`config.mk`:
```
export PLATFORM = sky130hd
export DESIGN_NAME = write_path
export DESIGN_NICKNAME = d
export VERILOG_FILES = /design/src/verilog/dcache_pkg.sv /design/src/verilog/write_path.sv
export SDC_FILE = /design/constraint.sdc
export NUM_CORES = 1
export LEC_CHECK = 0
export ABC_AREA = 1
export BUFFER_PORTS_ARGS = -buffer_cell sky130_fd_sc_hd__buf_2
export CAP_MARGIN = 20
export CORE_MARGIN = 5
export CORE_UTILIZATION = 33
export DETAILED_ROUTE_END_ITERATION = 16
export PLACE_DENSITY = 0.9
export SLEW_MARGIN = 20
export SYNTH_ARGS = -nofsm -noshare
export SYNTH_HDL_FRONTEND = slang
export SYNTH_SLANG_ARGS = --single-unit
```
`constraint.sdc`:
```
create_clock -name vclk -period 2.8
set_input_delay 0.42 -clock vclk [all_inputs]
set_output_delay 0.42 -clock vclk [all_outputs]
set_load 0.05 [all_outputs]
```
`src/verilog/dcache_pkg.sv`:
```
// Access-side definitions shared by the controller, both paths and the burst engine
// Reads span at most three dwords and writes at most two
`default_nettype none

package dcache_pkg;

    // Byte length widths, reads 1..8 and writes 1..4
    localparam int RD_LEN_W    = 4;
    localparam int WR_LEN_W    = 3;
    // Burst length in dwords, 1..3
    localparam int DWORD_LEN_W = 2;

    // Access state machine
    typedef enum logic [1:0] {
        IDLE          = 2'd0,
        READ_BURST    = 2'd1,
        WRITE_THROUGH = 2'd2
    } ctrl_state_t;

    // Gathered read burst
    // Engine fills dword slots, read path picks bytes by offset
    typedef union packed {
        logic [2:0][31:0] dwords;
        logic [11:0][7:0] bytes;
    } rd_burst_u;

endpackage

`default_nettype wire

```
`src/verilog/write_path.sv`:
```
// Write span decode, byte enables and lane shift
// write_length is 1..4, so a write touches at most two dwords
`timescale 1ns/1ps
`default_nettype none

module write_path (
    input  logic [dcache_pkg::WR_LEN_W-1:0]    write_length,
    input  logic [31:0]                        write_address,
    input  logic [31:0]                        write_data,
    output logic [dcache_pkg::DWORD_LEN_W-1:0] dword_length,
    output logic [3:0]                         byteenable_0,
    output logic [3:0]                         byteenable_1,
    output logic [55:0]                        burst_wdata
);

    logic [1:0] offset;
    logic [3:0] span_end;
    logic [7:0] len_mask;
    logic [7:0] lane_mask;

    assign offset = write_address[1:0];

    // Two dwords only when the bytes cross a dword boundary
    assign span_end     = 4'(offset) + 4'(write_length) + 4'd3;
    assign dword_length = span_end[3:2];

    // ------------------------------------------------------------
    // Byte enables
    // ------------------------------------------------------------

    // Bytes offset .. offset+len-1 over both dwords
    assign len_mask     = (8'd1 << write_length) - 8'd1;
    assign lane_mask    = len_mask << offset;
    assign byteenable_0 = lane_mask[3:0];
    assign byteenable_1 = lane_mask[7:4];

    // ------------------------------------------------------------
    // Lane shift
    // ------------------------------------------------------------

    // Data moves up by the byte offset
    // Low 32 bits go to the first dword, upper 24 to the second
    assign burst_wdata = {24'd0, write_data} << (8 * offset);

endmodule

`default_nettype wire
```
== Word level (Yosys, flattened, before mapping) ==
Index checks and enable logic that the tools add are counted.
Operators by class
  add/sub/neg operators: 3
  shift operators: 3
Operators with widths (count)
  $shl A32 B5 Y56: 1
  $shl A1 B3 Y8 const A: 1
  $shl A8 B2 Y8: 1
  $sub A8 B1 Y8 const B: 1
  $add A2 B3 Y4: 1
  $add A4 B2 Y4 const B: 1
Storage, ports and cells
  register bits after elaboration: 0
  input port bits: 67
  output and inout bits: 66
  word-level logic and storage cells: 6

== Logic depth before layout (Yosys ltp) ==
  word-level depth: 3
  mapped depth: 7
  gate-level depth less buffers: 5

== Worst setup path after synthesis ==
No wires, ideal clock.
  path kind: input-to-output
  start point: in write_address[1]
  end point: out dword_length[0] in the netlist's numbering
  data arrival time: 2.065 ns
  data required time: 2.380 ns
  slack: 0.315 ns
  stages on the path: 7
  path buffers: 2
  cell sequence: inv_1 -> buf_4 -> buf_2 -> ha_1 -> or2_2 -> fa_1 -> inv_1
Between the ends
  word-level cells in the longest chain between the ends: 2
RTL lines
  from (decl): RTL line write_path.sv:8  | input logic [31:0] write_address,
  $add A2 B3 Y4: RTL line write_path.sv:24  | assign span_end = 4'(offset) + 4'(write_length) + 4'd3;
  $add A4 B2 Y4: RTL line write_path.sv:24
  to (decl): RTL line write_path.sv:10  | output logic [dcache_pkg::DWORD_LEN_W-1:0] dword_length,
No other way between the ends.

== Worst setup path after layout ==
  start point: in write_length[1] in the netlist's numbering
  end point: out dword_length[0] in the netlist's numbering
Between the ends
  word-level cells in the longest chain between the ends: 2
RTL lines
  from (decl): RTL line write_path.sv:7  | input logic [dcache_pkg::WR_LEN_W-1:0] write_length,
  $add A2 B3 Y4: RTL line write_path.sv:24
  $add A4 B2 Y4: RTL line write_path.sv:24
No other way between the ends.

==> metrics.txt <==
initial core utilization=33.6%; Die X=65.3 µm; clock buffer count=0; Power Density=327 nW/µm²; Synth-to-Final Area Change=46.9%; row cnt=20; drt pass-1 iters=4; Sw Share=77.2%; remaining global-route overflow=0; Max Clk Rate=423 MHz; Setup CP Type=in2out; Worst setup EP type=output pin; HP Start=write_data[2]; crit path max fanout=4; Synth Instances=226; fin crit share=84.5%; share of cells above drive strength 1=34.3%; Hold WC Path Type=in2out; Clk network pwr share=0%; Yosys top cell area share=42.4%; Worst VDD drop=0.154 mV; Routability Congestion=0.925; Final ANT Viol Nets=0; Synth cell types=17; antenna cells=0; multi-input logic area=861 µm²; Final min period=2.37 ns; post-CTS setup-driven buffer insertion count=0; setup_tns=0 ns; status=complete, no violations; I/O pins=133; YS warnings=0; Worst EP required=2.38 ns; Sequential Power Share=0%; final setup fails=0; Startpoint Class=input port; Mapped Area=1010 µm²; fill count=336; Leakage Power=0.983 nW; power share of the combinational group=100.0%; Die ar.=4260 µm²; first-pass GRT wire length=6160 µm; Final Net Count=386; final core occ=49.3%; setup ws final=0.434 ns; largest net degree at the start of global routing=48; final hold viol count=0; total of max-cap violations=0; num sequential=0; post-CTS resize count=0; Slew Viols, Final=0; syn avg cell area=4.46 µm²; syn_nets=295; drt wl/cell=11.2 µm; Worst Tran Pin Value=0.546 ns; Sw Pwr=374 µW; initial DRC count=62; Crit path arrival time=1.95 ns; RSZ-0062 raised after global routing=no; max_slew headroom=63.6%; Die Height=65.3 µm; drt via density=5.06; area leader, netlist=nand2_1; Vias=1,760; vias in the first global route=1,524; Synth area leaders=nand2_1 (42%), nand3_1 (11%), a21oi_1 (7.4%), nor2_1 (6.3%), o21ai_0 (5.5%); Int Pwr=110 µW; core area=3000 µm²; Seq. cell area=0 µm²; DRC=0; final wirelength=3890 µm; pre-CTS WS=0.432 ns; WHS Endpoint=burst_wdata[2]; Port Buf Inserts=103; initial antenna violation count=0; hpwl dp=3050 µm; sequential share of the synthesized area=0%; worst hold path depth=4; GRT Total Usage=17.0%; Hold Buf Count CTS=0
-- cell type report --
type               count  share of cell area (%)
well taps             33                    2.79
repair buffers       106                    36.3
multi-input cells    198                    58.1
inverters             11                    2.79
-- worst max-delay path: stages --
cell and delay (ns):
buf_2 0.11, inv_1 0.07, ha_1 0.28, or2_2 0.30, fa_1 0.44, inv_1 0.07
buf_2 0.25
-- worst max path at each step --
stage / start / end / cells after the start
6_report: write_length[1] / dword_length[0] / 7
5_1_grt: write_length[1] / dword_length[0] / 7
4_1_cts: write_length[1] / dword_length[0] / 7
3_5_place_dp: write_length[1] / dword_length[0] / 7
3_3_place_gp: write_length[1] / dword_length[0] / 7
2_1_floorplan: write_address[1] / dword_length[0] / 7
-- cells in the final DEF (no fill, tap or decap) --
cell type / instances
buf_2: 103
and2_1: 8
o21ai_1: 5
buf_4: 3
nor3_1: 3
o21ai_0: 11
fa_1: 1
a21oi_1: 15
or2_2: 1
nor2_1: 17
nand3_1: 22
inv_1: 10
inv_2: 1
ha_1: 1
nand2_1: 114
-- routing by layer --
layer	global-route usage, %	routed length (µm)	vias up
met2	34.9	1920	87
met1	18.1	1560	769
met5	0	0	-
met3	2.05	346	6
met4	3.63	68	0
li1	-	-	898
-- Yosys cell counts --
library cell  instances
nor3_1                3
buf_6                 3
and2_1                8
nand2_1             114
o21ai_0              11
inv_2                 1
nand3_1              22
nor2_1               17
clkbuf_1              2
ha_1                  1
a21oi_1              15
buf_4                 2
inv_1                10
o21ai_1               5
or2_2                 1
fa_1                  1
buf_2                10
-- cell families after synthesis --
logic type               count (synthesis)  share of synthesized area (%)
AND/OR/NAND/NOR                        165                           66.7
buffers and inverters                   28                           14.6
AO/OA/AOI/OAI                           31                           15.4
adder cells (fa/ha/maj)                  2                           3.23
-- metrics by stage --
| stage | power (mW) | area [µm²] | hold WS (ns) | std cells |
|---|---|---|---|---|
| after floorplan | 0.375 | 1010 | 1.07 | 226 |
| after global placement | 0.481 | 1480 | 1.23 | 348 |
| after detailed placement | 0.486 | 1480 | 1.25 | 348 |
| after CTS | 0.487 | 1480 | 1.25 | 348 |
| after global routing | 0.518 | 1480 | 1.27 | 348 |
| final | 0.485 | 1480 | 1.25 | 348 |
-- power by group through the flow --
stage                     Clock [mW]  Sequential (mW)  Combinational [mW]
after detailed placement           0                0               0.486
after floorplan                    0                0               0.375
after CTS                          0                0               0.487
after global placement             0                0               0.481
final                              0                0               0.485
after global routing               0                0               0.518
Power figures use the tool's default switching activity.
