[config.mk]
export PLATFORM = sky130hd
export DESIGN_NAME = beat_counter
export DESIGN_NICKNAME = d
export VERILOG_FILES = /design/src/verilog/dcache_pkg.sv /design/src/verilog/beat_counter.sv
export SDC_FILE = /design/constraint.sdc
export NUM_CORES = 1
export LEC_CHECK = 0
export BUFFER_PORTS_ARGS = -buffer_cell sky130_fd_sc_hd__buf_2
export CAP_MARGIN = 20
export CORE_AREA = 2 2 39 41
export DETAILED_ROUTE_END_ITERATION = 7
export DIE_AREA = 0 0 41 43
export GPL_ROUTABILITY_DRIVEN = 0
export GPL_TIMING_DRIVEN = 0
export HOLD_SLACK_MARGIN = 0.05
export PLACE_DENSITY_LB_ADDON = 0.3
export SLEW_MARGIN = 10
export SYNTH_ARGS = -nofsm -noshare
export SYNTH_HDL_FRONTEND = slang
export SYNTH_SLANG_ARGS = --single-unit
[constraint.sdc]
create_clock -name clk -period 1.89 [get_ports clk]
set_input_delay 0.0945 -clock clk [delete_from_list [all_inputs] [get_ports clk]]
set_output_delay 0.0945 -clock clk [all_outputs]
set_load 0.01 [all_outputs]
[src/verilog/dcache_pkg.sv]
// Access-side definitions shared by the controller, both paths and the burst engine
// Reads span at most three dwords and writes at most two
`default_nettype none

package dcache_pkg;

    // Byte length widths, reads 1..8 and writes 1..4
    localparam int RD_LEN_W    = 4;
    localparam int WR_LEN_W    = 3;
    // Burst length in dwords, 1..3
    localparam int DWORD_LEN_W = 2;

    // Access state machine
    typedef enum logic [1:0] {
        IDLE          = 2'd0,
        READ_BURST    = 2'd1,
        WRITE_THROUGH = 2'd2
    } ctrl_state_t;

    // Gathered read burst
    // Engine fills dword slots, read path picks bytes by offset
    typedef union packed {
        logic [2:0][31:0] dwords;
        logic [11:0][7:0] bytes;
    } rd_burst_u;

endpackage

`default_nettype wire

[src/verilog/beat_counter.sv]
// Beat counter for one burst; load and step never come in the same cycle
`timescale 1ns/1ps
`default_nettype none

module beat_counter (
    input  logic                               clk,
    input  logic                               rst_n,
    input  logic                               load,
    input  logic                               step,
    input  logic [dcache_pkg::DWORD_LEN_W-1:0] count,
    output logic [dcache_pkg::DWORD_LEN_W-1:0] index,
    output logic                               last
);

    // Beats still to go, current beat included
    logic [dcache_pkg::DWORD_LEN_W-1:0] remaining;

    always_ff @(posedge clk) begin
        if (!rst_n) begin
            remaining <= '0;
            index     <= '0;
        end else if (load) begin
            remaining <= count;
            index     <= '0;
        end else if (step) begin
            remaining <= remaining - 1'b1;
            index     <= index + 1'b1;
        end
    end

    assign last = (remaining == 1);

endmodule

`default_nettype wire

# Word level (Yosys, flattened, before mapping)
# Index checks and enable logic that the tools add are counted.
word_totals:
  reg_bits: 4
  in_bits: 6
  out_inout_bits: 3
classes:
  add_sub_neg: 2
  n_eq_ne: 1
  muxes: 2
  bitwise_logic: 1
  reduce_logical: 2
op_table:
  columns: ["op", "count"]
  rows:
  - ["$mux 2", 2]
  - ["$add 2x1->2 const B", 1]
  - ["$eq 2x1->1 const B", 1]
  - ["$reduce_bool 2->1", 1]
  - ["$reduce_or 2->1", 1]
  - ["$sub 2x1->2 const B", 1]
  - ["$not 1->1", 1]

# Longest topological paths before layout
logic_depth:
  word_depth: 3
  depth_mapped: 4
  ltp_nobuf: 4

# Worst setup path before layout
# OpenSTA, ideal clock, no wires.
synth_path:
  path_type: "reg2reg"
  startpoint: "register remaining[1] (netlist bit)"
  endpoint: "register remaining[1] (netlist bit)"
  setup_time_ns: 0.116
  t_arrival_ns: 1.029
  required_ns: 1.774
  setup_slack_ns: 0.745
  stages_incl_launch_ff: 5
  path_buffers: 0
  synth_period_minus_slack_ns: 1.145
  cell_sequence: "dfxtp_1 > inv_1 > ha_1 > mux2_4 > o211a_1"
synth_between:
  elab_chain_cells: 3
synth_rtl:
  columns: ["item", "line", "rtl"]
  rows:
  - ["from (decl)", "beat_counter.sv:16", "logic [dcache_pkg::DWORD_LEN_W-1:0] remaining;"]
  - ["from (signal assigned)", "beat_counter.sv:23", "remaining <= count;"]
  - ["from (signal assigned)", "beat_counter.sv:26", "remaining <= remaining - 1'b1;"]
  - ["$sub 2x1->2", "beat_counter.sv:26", null]
  - ["$mux 2", "beat_counter.sv:25", "end else if (step) begin"]
  - ["$mux 2", "beat_counter.sv:22", "end else if (load) begin"]
# No other way between the ends. The select of a mux whose other input is x is not followed.
# A chain may end at the register's enable or synchronous reset.

# Worst setup path after layout
# Same ends and word-level chain as after synthesis.

==> flow_metrics.tcl <==
set metrics [dict create \
    timing.setup.tns_ns 0 \
    worstSetupPathType "flop to flop" \
    timing.clock.skew_ns 0.0000289 \
    static-leakage-power_nw 0.142 \
    status "finished clean" \
    r2r_end "remaining[1]" \
    syn-cell-area_um2 194 \
    report.final.hold_viol_count 0 \
    critical_path.startpoint "remaining[1]" \
    initial_core_util_pct 14.0 \
    synth_seq_cells 4 \
    cell_at_the_slowest_stage_of_the_critical_path "dfxtp_1" \
    yosys-top-cells-area "dfxtp_1, o211a_1, nand2b_1, mux2_4, ha_1" \
    clock_latency_ns 0.23 \
    holdCritStartpoint "rst_n" \
    critPathLaunchType "flop" \
    timing.hold.worst_path_depth 2 \
    timing.reg2reg.setup_slack_ns 0.69 \
    h-tree-depth 1 \
    finalInstanceArea_um2 277 \
    first_pass_grt_wire_length_um 738 \
    yosysTopAreaCell "dfxtp_1" \
    die_width_um 41 \
    drive_above_1_share_pct 44.8 \
    synth_sequential_area_ratio_pct 41.3 \
    synthTopCellsByCount "dfxtp_1, nand2b_1, o211a_1" \
    vias 169 \
    hold_buffers 0 \
    achievable-frequency_mhz 832 \
    power_density_over_the_cells_nw_per_um2 838 \
    min_period_over_period_pct 63.6 \
    cp_cell_sequence "inv_1, ha_1, mux2_4, o211a_1" \
    ys_async_sr_fraction_pct 0 \
    finalHoldWorstSlack_ns 0.121 \
    critical-path-max-stage-delay_ns 0.32 \
    finalNetCount 38 \
    placed_cells_incl_taps 42 \
    fp.dieArea_um2 1760 \
    grt_start_max_net_pins 6 \
    crit_fanout 2 \
    drt_iter0_drc 3 \
    syn2layout_area_growth_pct 42.6 \
    grt_setup_unrepaired "false" \
    cts_made_buffers 3 \
    critical_path.endpoint_type "flop" \
    vdd_drop_max_uv 450 \
    worstMarginPinSlew_ns 0.152 \
    synth_enable_flop_cells 0 \
    final_cells 45 \
    drc_errors 0 \
    synth_largest_type_area_fraction_pct 41.3 \
    tritoncts "done" \
    critical_register_to_register_path_startpoint "remaining[1]" \
    route.detailed.vias_per_inst 3.76 \
    met2_usage_pct 7.50 \
    grt_antenna_before_repair 0 \
    slew_viol_final 0 \
    synth_most_common_cell "dfxtp_1" \
    drt_pre_antenna_iters 2 \
    max-clock-path-buffers 2 \
    worstPathArrival_ns 1.33 \
    die_y_um 43 \
    final.min_clock_period_ns 1.20 \
    use_met1_pct 8.04 \
    synth.distinct_cells 12 \
    area_of_the_core_um2 1380 \
    place.port_buffers 8 \
    ant_nets 0 \
    cts.root.buffer_cell "clkbuf_4" \
    avgRoutedWirePerCell_um 9.24 \
    setup_viol 0 \
    count_of_mapped_cells_out_of_synthesis 18 \
    post-layout-total-power_mw 0.232 \
    max_cap_check_violation_count 0 \
    ff2ff_path_depth 4 \
    mean_syn_cell_area_um2 10.8 \
    post_cts.repair.setup_buffers 0 \
    post_cts_repair_resize_count 0 \
    busiest_layer "met3" \
    max_slew_margin_pct 89.9 \
    grt-ovfl-total 0 \
    cts.reportedPaths.clkPinSlew_ns 0.04 \
    first_global_vias 188 \
    std_cell_rows 14 \
    synth-main-ff-cell "dfxtp_1" \
    min-delay-path-class "input pin to flop" \
    whs_endpoint "remaining[1]" \
    gr-usage-met3_pct 9.42 \
    critical_path_required_ns 2.01 \
    io_pins 9 \
    dp.final_hpwl_um 326 \
    antennaDiodeCount 0 \
    gr-usage-all-layers_pct 7.03 \
    post_dp_cell_area_um2 254 \
    clk_sink_count 4 \
    postRouteWirelength_um 416 \
    syn_nets 25 \
    synth-warning-count 0 \
]
==> worst max-delay path by stage <==
stage,to,slack (ns),cells after the start
floorplan,remaining[1],0.75,4
global placement,remaining[1],0.73,4
detailed placement,remaining[1],0.68,4
CTS,remaining[1],0.68,4
global route,remaining[1],0.64,4
finish,remaining[1],0.69,4
==> critical path: cells and delay by family (launching register included) <==
family	cells	cell delay, ns
muxes	1	0.26
AOI/OAI and AO/OA	1	0.19
adders and majority gates	1	0.27
buffers and inverters	1	0.05
DFF	1	0.32
==> state kept, by name, summed over array words and instances (netlist names) <==
signal	flops
remaining	2
index	2
==> area by class of cell <==
class | instances | area (µm²)
well taps | 16 | 20.0
clock buffers | 3 | 22.5
inverters | 1 | 3.75
fillers | 155 | 1110
flip-flops and latches | 4 | 80.1
multi-input cells | 13 | 110
repair buffers | 8 | 40.0
==> cell usage in the layout, fill, tap and decap left out, drive strengths merged <==
cell and instances:
buf 8, dfxtp 4, nand2b 3, clkbuf 3, o211a 2, inv 1
a21bo 1, nand3b 1, a21oi 1, mux2 1, xnor2 1, nor2 1
xor2 1, ha 1
==> metrics by stage <==
stage / setup WS [ns] / util [%]
finish: 0.688 / 20.0
global placement: 0.731 / 18.4
CTS: 0.680 / 20.0
global route: 0.636 / 20.0
floorplan: 0.745 / -
detailed placement: 0.685 / 18.4
==> kinds of logic after synthesis <==
logic type               Yosys count  share of synthesized area [%]
AND/OR/NAND/NOR                    5                           15.5
AO/OA/AOI/OAI                      4                           18.1
flip-flops                         4                           41.3
XOR/XNOR                           2                           9.03
buffers and inverters              1                           1.93
multiplexers                       1                           7.74
adder cells (fa/ha/maj)            1                           6.45
==> power breakdown <==
group | switching [mW] | total [mW] | internal [mW]
logic | 0.0143 | 0.0340 | 0.0197
registers | 0.00396 | 0.0942 | 0.0903
clock network | 0.0326 | 0.103 | 0.0708
==> routing by layer <==
metal	wire length, µm	part of all wire (%)	vias to the layer above
met2	146	35	12
met3	103	25	0
met4	0	0	0
met1	165	40	72
li1	-	-	85
met5	0	0	-
(Power assumes the default switching activity.)
