--- src/verilog/dcache_pkg.sv ---
// Access-side definitions shared by the controller, both paths and the burst engine
// Reads span at most three dwords and writes at most two
`default_nettype none

package dcache_pkg;

    // Byte length widths, reads 1..8 and writes 1..4
    localparam int RD_LEN_W    = 4;
    localparam int WR_LEN_W    = 3;
    // Burst length in dwords, 1..3
    localparam int DWORD_LEN_W = 2;

    // Access state machine
    typedef enum logic [1:0] {
        IDLE          = 2'd0,
        READ_BURST    = 2'd1,
        WRITE_THROUGH = 2'd2
    } ctrl_state_t;

    // Gathered read burst
    // Engine fills dword slots, read path picks bytes by offset
    typedef union packed {
        logic [2:0][31:0] dwords;
        logic [11:0][7:0] bytes;
    } rd_burst_u;

endpackage

`default_nettype wire

--- src/verilog/mem_pkg.sv ---
// On-chip dword memory geometry; higher address bits wrap
`default_nettype none

package mem_pkg;

    // Dword address width and depth
    localparam int MEM_AW    = 8;
    localparam int MEM_DEPTH = 1 << MEM_AW;

endpackage

`default_nettype wire

--- src/verilog/burst_if.sv ---
// One dword burst between access controller and burst engine
// do_burst and done are single-cycle pulses; fields are sampled on do_burst
`timescale 1ns/1ps
`default_nettype none

interface burst_if;

    // Start pulse and completion pulse
    logic                               do_burst;
    logic                               done;

    // Burst request fields
    logic [31:0]                        address;
    logic [dcache_pkg::DWORD_LEN_W-1:0] dword_length;
    logic [3:0]                         byteenable_0;
    logic [3:0]                         byteenable_1;
    logic [55:0]                        wdata;
    logic                               write;

    // Read result, valid from done onwards
    dcache_pkg::rd_burst_u              rdata;

    modport ctrl (
        output do_burst, address, dword_length, byteenable_0, byteenable_1, wdata, write,
        input  done, rdata
    );

    modport engine (
        input  do_burst, address, dword_length, byteenable_0, byteenable_1, wdata, write,
        output done, rdata
    );

endinterface

`default_nettype wire

--- src/verilog/burst_engine.sv ---
// Runs one burst against the dword memory, one beat per cycle
// Read done lands N+2 cycles after start, write done N+1; rdata holds until the next read
`timescale 1ns/1ps
`default_nettype none

module burst_engine (
    input  logic                               clk,
    input  logic                               rst_n,
    burst_if.engine                            burst,
    // Beat counter
    output logic                               load,
    output logic                               step,
    output logic [dcache_pkg::DWORD_LEN_W-1:0] count,
    input  logic [dcache_pkg::DWORD_LEN_W-1:0] index,
    input  logic                               last,
    // Memory
    output logic [mem_pkg::MEM_AW-1:0]         addr,
    output logic [3:0]                         be,
    output logic [31:0]                        mem_wdata,
    output logic                               we,
    input  logic [31:0]                        mem_rdata
);

    localparam int PAD_W = mem_pkg::MEM_AW - dcache_pkg::DWORD_LEN_W;

    logic                               busy;
    logic                               is_write;
    logic [mem_pkg::MEM_AW-1:0]         base_q;
    logic [3:0]                         be0_q;
    logic [3:0]                         be1_q;
    logic [55:0]                        wdata_q;
    // Read beat in flight through the registered memory
    logic                               rd_pending;
    logic                               rd_last;
    logic [dcache_pkg::DWORD_LEN_W-1:0] rd_slot;

    assign load  = burst.do_burst;
    assign count = burst.dword_length;
    assign step  = busy;

    // ------------------------------------------------------------
    // Memory beat
    // ------------------------------------------------------------

    // Aligned start plus beat index, wraps at memory end
    assign addr      = base_q + {{PAD_W{1'b0}}, index};
    assign we        = busy && is_write;
    // First dword takes the low lanes, second the upper 24 bits
    assign be        = (index == '0) ? be0_q : be1_q;
    assign mem_wdata = (index == '0) ? wdata_q[31:0] : {8'd0, wdata_q[55:32]};

    // ------------------------------------------------------------
    // Control
    // ------------------------------------------------------------
    always_ff @(posedge clk) begin
        if (!rst_n) begin
            busy       <= 1'b0;
            rd_pending <= 1'b0;
            burst.done <= 1'b0;
        end else begin
            if (burst.do_burst) begin
                busy <= 1'b1;
            end else if (busy && last) begin
                busy <= 1'b0;
            end
            rd_pending <= busy && !is_write;
            // Write ends with its last beat, read once the last data is back
            burst.done <= (busy && last && is_write) || (rd_pending && rd_last);
        end
    end

    // ------------------------------------------------------------
    // Burst fields and read gather
    // ------------------------------------------------------------
    always_ff @(posedge clk) begin
        if (burst.do_burst) begin
            is_write <= burst.write;
            base_q   <= burst.address[mem_pkg::MEM_AW+1:2];
            be0_q    <= burst.byteenable_0;
            be1_q    <= burst.byteenable_1;
            wdata_q  <= burst.wdata;
        end
        rd_slot <= index;
        rd_last <= last;

        // Unfetched slots read as zero
        if (burst.do_burst && !burst.write) begin
            burst.rdata <= '0;
        end
        if (rd_pending) begin
            burst.rdata.dwords[rd_slot] <= mem_rdata;
        end
    end

endmodule

`default_nettype wire

--- src/flat_wrapper.sv ---
// flat-port wrapper written by rule: the top's interface ports become plain ports
module burst_engine_flat 
  (clk, rst_n, load, step, count, index, last, addr, be, mem_wdata, we, mem_rdata, burst_do_burst, burst_address, burst_dword_length, burst_byteenable_0, burst_byteenable_1, burst_wdata, burst_write, burst_done, burst_rdata);
  burst_if burst_i ();
  input  logic clk;
  input  logic rst_n;
  output logic load;
  output logic step;
  output logic [dcache_pkg::DWORD_LEN_W-1:0] count;
  input  logic [dcache_pkg::DWORD_LEN_W-1:0] index;
  input  logic last;
  output logic [mem_pkg::MEM_AW-1:0] addr;
  output logic [3:0] be;
  output logic [31:0] mem_wdata;
  output logic we;
  input  logic [31:0] mem_rdata;
  input wire logic [$bits(burst_i.do_burst)-1:0] burst_do_burst;
  input wire logic [$bits(burst_i.address)-1:0] burst_address;
  input wire logic [$bits(burst_i.dword_length)-1:0] burst_dword_length;
  input wire logic [$bits(burst_i.byteenable_0)-1:0] burst_byteenable_0;
  input wire logic [$bits(burst_i.byteenable_1)-1:0] burst_byteenable_1;
  input wire logic [$bits(burst_i.wdata)-1:0] burst_wdata;
  input wire logic [$bits(burst_i.write)-1:0] burst_write;
  output wire logic [$bits(burst_i.done)-1:0] burst_done;
  output wire logic [$bits(burst_i.rdata)-1:0] burst_rdata;
  assign burst_i.do_burst = burst_do_burst;
  assign burst_i.address = burst_address;
  assign burst_i.dword_length = burst_dword_length;
  assign burst_i.byteenable_0 = burst_byteenable_0;
  assign burst_i.byteenable_1 = burst_byteenable_1;
  assign burst_i.wdata = burst_wdata;
  assign burst_i.write = burst_write;
  assign burst_done = burst_i.done;
  assign burst_rdata = burst_i.rdata;
  burst_engine u_core (.clk(clk), .rst_n(rst_n), .burst(burst_i), .load(load), .step(step), .count(count), .index(index), .last(last), .addr(addr), .be(be), .mem_wdata(mem_wdata), .we(we), .mem_rdata(mem_rdata));
endmodule
--- config.mk ---
export PLATFORM = sky130hd
export DESIGN_NAME = burst_engine_flat
export DESIGN_NICKNAME = d
export VERILOG_FILES = /design/src/verilog/dcache_pkg.sv /design/src/verilog/mem_pkg.sv /design/src/verilog/burst_if.sv /design/src/verilog/burst_engine.sv /design/src/flat_wrapper.sv
export SDC_FILE = /design/constraint.sdc
export NUM_CORES = 1
export LEC_CHECK = 0
export BUFFER_PORTS_ARGS = -buffer_cell sky130_fd_sc_hd__buf_2
export CORE_UTILIZATION = 40
export CTS_CLUSTER_DIAMETER = 50
export DETAILED_ROUTE_END_ITERATION = 6
export PLACE_DENSITY = 0.7
export SLEW_MARGIN = 10
export SYNTH_ARGS = -nofsm -noshare
export SYNTH_HDL_FRONTEND = slang
export SYNTH_SLANG_ARGS = --single-unit
export TNS_END_PERCENT = 1
--- constraint.sdc ---
create_clock -name clk -period 3.4 [get_ports clk]
set_input_delay 0.34 -clock clk [delete_from_list [all_inputs] [get_ports clk]]
set_output_delay 0.34 -clock clk [all_outputs]
set_load 0.02 [all_outputs]
Yosys cells after proc, flatten, opt, wreduce, memory -nomap -nowiden --
Cells that the tools add are included.
Word-level totals: register bits 175, input bits 137, output and inout bits 146, logic and storage cells 35
Cells by class: add/subtract/negate cells 1, $lt $le $gt $ge 2, mux-type cells 9, reduce and logical (&&, ||, !) cells 12
Operator list (count):
- 96-bit two-way mux | 2
- 96-bit bitwise mux | 1
- 32-bit demux with 2-bit select | 1
- 32-bit two-way mux | 2
- 8-bit by 2-bit adder with 8-bit output | 1
- 1-bit logical AND | 7
- 4-bit two-way mux | 1
- 2-bit by 3-bit less-than comparator with 1-bit output (second input constant) | 1
- 2-bit by 1-bit >= comparator with 1-bit output (second input constant) | 1
- 1-bit zero test | 2
- 2-bit zero test | 1
- 1-bit two-way mux | 2
- 2-bit nonzero test | 1
- 1-bit logical OR | 1

Depth between registers and ports, before layout --
word-level depth 6, mapped depth 6, mapped depth without buffers 4

Worst setup path before layout --
Ideal clock, no wire load.
path type register to output, start point reg u_core.base_q[0] in the netlist's numbering, end point out addr[2] in the netlist's numbering, data arrival time 1347 ps, data required time 3060 ps, setup slack 1713 ps, cell stages (with the launch flop) 4, buffers on the path 0, cell sequence edfxtp_1 ha_1 fa_1 xor2_1
On the way: cells in the longest elaborated chain, start to end 1
Ends and longest elaborated chain:
- start, declared | RTL line burst_engine.sv:28 | logic [mem_pkg::MEM_AW-1:0] base_q;
- start signal, assigned | RTL line burst_engine.sv:78 | base_q <= burst.address[mem_pkg::MEM_AW+1:2];
- 8-bit by 2-bit adder with 8-bit output | RTL line burst_engine.sv:46 | assign addr = base_q + {{PAD_W{1'b0}}, index};
- end, declared | RTL line flat_wrapper.sv:12 | output logic [mem_pkg::MEM_AW-1:0] addr;
Every way passes these cells.

Worst setup path in the final report --
start point reg u_core.base_q[0] in the netlist's numbering, end point out addr[4] in the netlist's numbering
The elaborated chain is that of the path after synthesis.

==> impl_metrics.xml <==
<?xml version="1.0" encoding="UTF-8"?>
<metrics>
  <group name="timing">
    <metric name="period_share" unit="%">64.4</metric>
    <metric name="report.final.slew_viol_count" unit="">0</metric>
    <metric name="finalSetupViolations" unit="">0</metric>
    <metric name="fmaxAchievable" unit="MHz">456</metric>
    <metric name="total_count_of_hold_check_failures_in_the_final_report" unit="">0</metric>
    <metric name="worst_pin_slew" unit="ns">1.04</metric>
    <metric name="final.setup_skew" unit="ns">0.00643</metric>
    <metric name="timing.setup.tns" unit="ns">0</metric>
    <metric name="final_period_minus_worst_setup_slack" unit="ns">2.19</metric>
    <metric name="rsz_0062_raised_after_global_routing" unit="">false</metric>
    <metric name="max_slew_margin_vs_limit" unit="%">30.5</metric>
  </group>
  <group name="finish">
    <metric name="area_delta_synth_final" unit="%">32.5</metric>
    <metric name="design.final.nets" unit="">949</metric>
    <metric name="fraction_of_layout_instances_using_a_drive_strength_above_1" unit="%">39.5</metric>
    <metric name="finalInstanceArea" unit="sq mm">0.00825</metric>
    <metric name="n_fill_cell" unit="">1389</metric>
    <metric name="antenna_cells" unit="">0</metric>
  </group>
  <group name="global_routing">
    <metric name="initial_antenna_violation_count" unit="">0</metric>
    <metric name="maximum_number_of_pins_on_one_net_before_global_route_repair" unit="">97</metric>
    <metric name="vias_in_the_first_global_route" unit="">4619</metric>
    <metric name="track_usage" unit="%">18.8</metric>
    <metric name="first_pass_grt_wire_length" unit="microns">23100</metric>
    <metric name="globalRoute.totalOverflow" unit="">0</metric>
  </group>
  <group name="worst_hold_path">
    <metric name="min_path_cells" unit="">1</metric>
    <metric name="hp-class" unit="">input port to flip-flop</metric>
    <metric name="hold_start" unit="">last</metric>
    <metric name="timing.hold.worst_endpoint" unit="">u_core.rd_last$_DFF_P_</metric>
  </group>
  <group name="logic_synthesis">
    <metric name="count_of_mapped_cells_out_of_synthesis" unit="">565</metric>
    <metric name="synthesis.area" unit="sq mm">0.00622</metric>
    <metric name="postSynthRegisterBits" unit="">175</metric>
    <metric name="synthDominantCellAreaShare" unit="%">35.2</metric>
    <metric name="synth.yosys.seq_area_share" unit="%">68.0</metric>
    <metric name="synth.area.top_cells" unit="">edfxtp_1, dfxtp_1, nand2_1</metric>
    <metric name="synth_largest_area_cell" unit="">edfxtp_1</metric>
    <metric name="synth.net_count" unit="">705</metric>
    <metric name="synth_ff_type" unit="">dfxtp_1</metric>
    <metric name="ys_warn_count" unit="">0</metric>
    <metric name="ys_async_sr_fraction" unit="%">0</metric>
    <metric name="synth_enable_flop_cells" unit="">73</metric>
    <metric name="avgSynthCellArea" unit="sq um">11.0</metric>
    <metric name="synth.distinct_cells" unit="">27</metric>
    <metric name="synth.most_common_cell" unit="">nand2_1</metric>
    <metric name="yosys-top-cells-count" unit="">nand2_1, dfxtp_1, edfxtp_1</metric>
  </group>
  <group name="setup_path">
    <metric name="critical_path.max_fanout" unit="">3</metric>
    <metric name="endpoint_kind" unit="">primary output</metric>
    <metric name="r2r-end" unit="">u_core.burst.rdata[20]$_DFF_P_</metric>
    <metric name="reg2reg_setup_slack" unit="ns">1.50</metric>
    <metric name="setup.worst_path.start_class" unit="">flip-flop</metric>
    <metric name="crit_arrival" unit="ns">1.85</metric>
    <metric name="critical_path_class" unit="">flip-flop to primary output</metric>
    <metric name="required" unit="ns">3.06</metric>
    <metric name="worst-r2r-cell-count" unit="">3</metric>
    <metric name="regToRegStartpoint" unit="">u_core.rd_pending$_SDFF_PN0_</metric>
  </group>
  <group name="clock_tree">
    <metric name="ctsRootBufferMaster" unit="">clkbuf_16</metric>
    <metric name="numClockSinks" unit="">175</metric>
    <metric name="cts_buffers" unit="">17</metric>
    <metric name="cts_htree_levels" unit="">4</metric>
    <metric name="post_cts_hold_buffer_count" unit="">0</metric>
    <metric name="clk_transition_reported_paths" unit="ns">0.06</metric>
    <metric name="cts_resized" unit="">0</metric>
    <metric name="cts_setup_buffers" unit="">0</metric>
    <metric name="clock_latency_late_sink" unit="ns">0.42</metric>
    <metric name="cts_tree" unit="">built</metric>
    <metric name="clk_path_buf_depth" unit="">2</metric>
  </group>
  <group name="floorplan">
    <metric name="initial_utilization" unit="%">40.9</metric>
    <metric name="dieWidth" unit="microns">127</metric>
    <metric name="dieHeight" unit="microns">127</metric>
    <metric name="rows" unit="">45</metric>
    <metric name="design.die.area" unit="sq mm">0.0161</metric>
    <metric name="top_level_ports" unit="">283</metric>
    <metric name="placeableCoreArea" unit="sq mm">0.0152</metric>
  </group>
  <group name="pwr">
    <metric name="combPwrFrac" unit="%">9.1</metric>
    <metric name="switching_power_as_a_share_of_total_power" unit="%">24.1</metric>
    <metric name="worst_ir_drop_vdd" unit="mV">0.384</metric>
    <metric name="power.sequential.fraction" unit="%">48.7</metric>
    <metric name="power.switching" unit="mW">1.16</metric>
    <metric name="power-per-cell-area" unit="mW/mm^2">585</metric>
    <metric name="p_leak" unit="nW">3.91</metric>
    <metric name="share_clk_of_total_power" unit="%">42.2</metric>
    <metric name="p_int" unit="mW">3.66</metric>
  </group>
  <group name="detailed_routing">
    <metric name="wl" unit="microns">14900</metric>
    <metric name="postRouteAntennaNets" unit="">0</metric>
    <metric name="vias_per_cell" unit="">4.74</metric>
    <metric name="route.vias.total" unit="">4788</metric>
    <metric name="routedWlPerCell" unit="microns">14.8</metric>
    <metric name="detailedRoute.firstPassIterationCount" unit="">4</metric>
    <metric name="drt_drc_violations_left" unit="">0</metric>
    <metric name="initialDrtViolationCount" unit="">203</metric>
  </group>
  <group name="place">
    <metric name="gp_congestion" unit="">0.762</metric>
    <metric name="io_buffer_count" unit="">254</metric>
    <metric name="detailed_place_hpwl" unit="microns">10300</metric>
    <metric name="placed_area" unit="sq mm">0.00762</metric>
  </group>
  <group name="job">
    <metric name="cap_viol_max_count" unit="">0</metric>
  </group>
  <group name="run_status">
    <metric name="outcome" unit="">complete, no violations</metric>
  </group>
</metrics>
## layout by cell type, fill, tap and decap left out, types with 8 or more instances in the layout
master,instances
edfxtp_1,73
nand3_1,66
dfxtp_1,102
buf_2,254
clkbuf_16,17
o21ai_0,28
nand2_1,193
mux2_2,28
buf_4,8
and2_1,9
## how the worst max path moves through the flow
stage	startpoint	endpoint	slack, ns	depth (start not counted)
2_1_floorplan	u_core.base_q[0]$_DFFE_PP_	addr[2]	1.71	3
3_3_place_gp	index[1]	mem_wdata[19]	1.20	5
3_5_place_dp	index[1]	mem_wdata[21]	1.21	5
4_1_cts	u_core.base_q[0]$_DFFE_PP_	addr[4]	1.18	5
5_1_grt	u_core.base_q[0]$_DFFE_PP_	addr[4]	1.12	5
6_report	u_core.base_q[0]$_DFFE_PP_	addr[4]	1.21	5
## logic make-up after synthesis
| family | count (synthesis) | synth area share [%] |
|---|---|---|
| xor gates and xnor gates | 6 | 0.844 |
| and+or+nand+nor | 281 | 19.5 |
| DFF | 175 | 68.0 |
| buffers and inverters | 37 | 2.89 |
| adders and majority gates | 3 | 0.724 |
| AOI/OAI and AO/OA | 35 | 2.93 |
| muxes | 28 | 5.07 |
## power groups by stage
stage / combinational (mW) / sequential [mW] / clock, mW
2_1_floorplan: 0.197 / 2.43 / 0
3_3_place_gp: 0.443 / 2.39 / 0
3_5_place_dp: 0.445 / 2.39 / 0
4_1_cts: 0.447 / 2.35 / 2.08
5_1_grt: 0.476 / 2.36 / 2.18
6_report: 0.441 / 2.35 / 2.03
## metrics by stage
stage	instances	utilization, %	setup WS [ns]	total power, mW	hold WS (ns)
2_1_floorplan	565	-	1.71	2.63	0.368
3_3_place_gp	978	50.1	1.20	2.83	0.437
3_5_place_dp	978	50.1	1.21	2.84	0.439
4_1_cts	1010	54.2	1.18	4.88	0.0433
5_1_grt	1010	54.2	1.12	5.02	0.0398
6_report	1010	54.2	1.21	4.82	0.0643
## critical path, stage by stage (launching register included)
cell	delay (ns)
edfxtp_1	0.37
ha_1	0.22
fa_1	0.42
nand3_1	0.11
xnor2_1	0.13
buf_2	0.20
## area by class of cell
type | instances | area [sq um] | area share [%]
Multi-Input combinational cell | 353 | 1820 | 22.1
Timing Repair Buffer | 262 | 1330 | 16.1
Clock inverter | 15 | 196 | 2.38
Clock buffer | 17 | 425 | 5.16
Tap cell | 188 | 235 | 2.85
Sequential cell | 175 | 4230 | 51.4
## metal layers
layer  global-route usage [%]  vias to the layer above  wire length (microns)
li1                         -                     2391                      -
met1                     20.7                     2163                   5880
met2                     31.7                      210                   7240
met3                     7.72                       24                   1410
met4                     9.17                        0                    380
met5                        0                        -                      0
## state kept, by name, summed over array words and instances (netlist names)
| register | flops |
|---|---|
| u_core.be1_q | 4 |
| u_core.rd_last | 1 |
| u_core.is_write | 1 |
| u_core.burst.rdata | 96 |
| u_core.step | 1 |
| u_core.base_q | 8 |
| u_core.rd_pending | 1 |
| u_core.wdata_q | 56 |
| u_core.be0_q | 4 |
| u_core.rd_slot | 2 |
| u_core.burst.done | 1 |
Note: power is estimated with default switching activity, not from simulation.
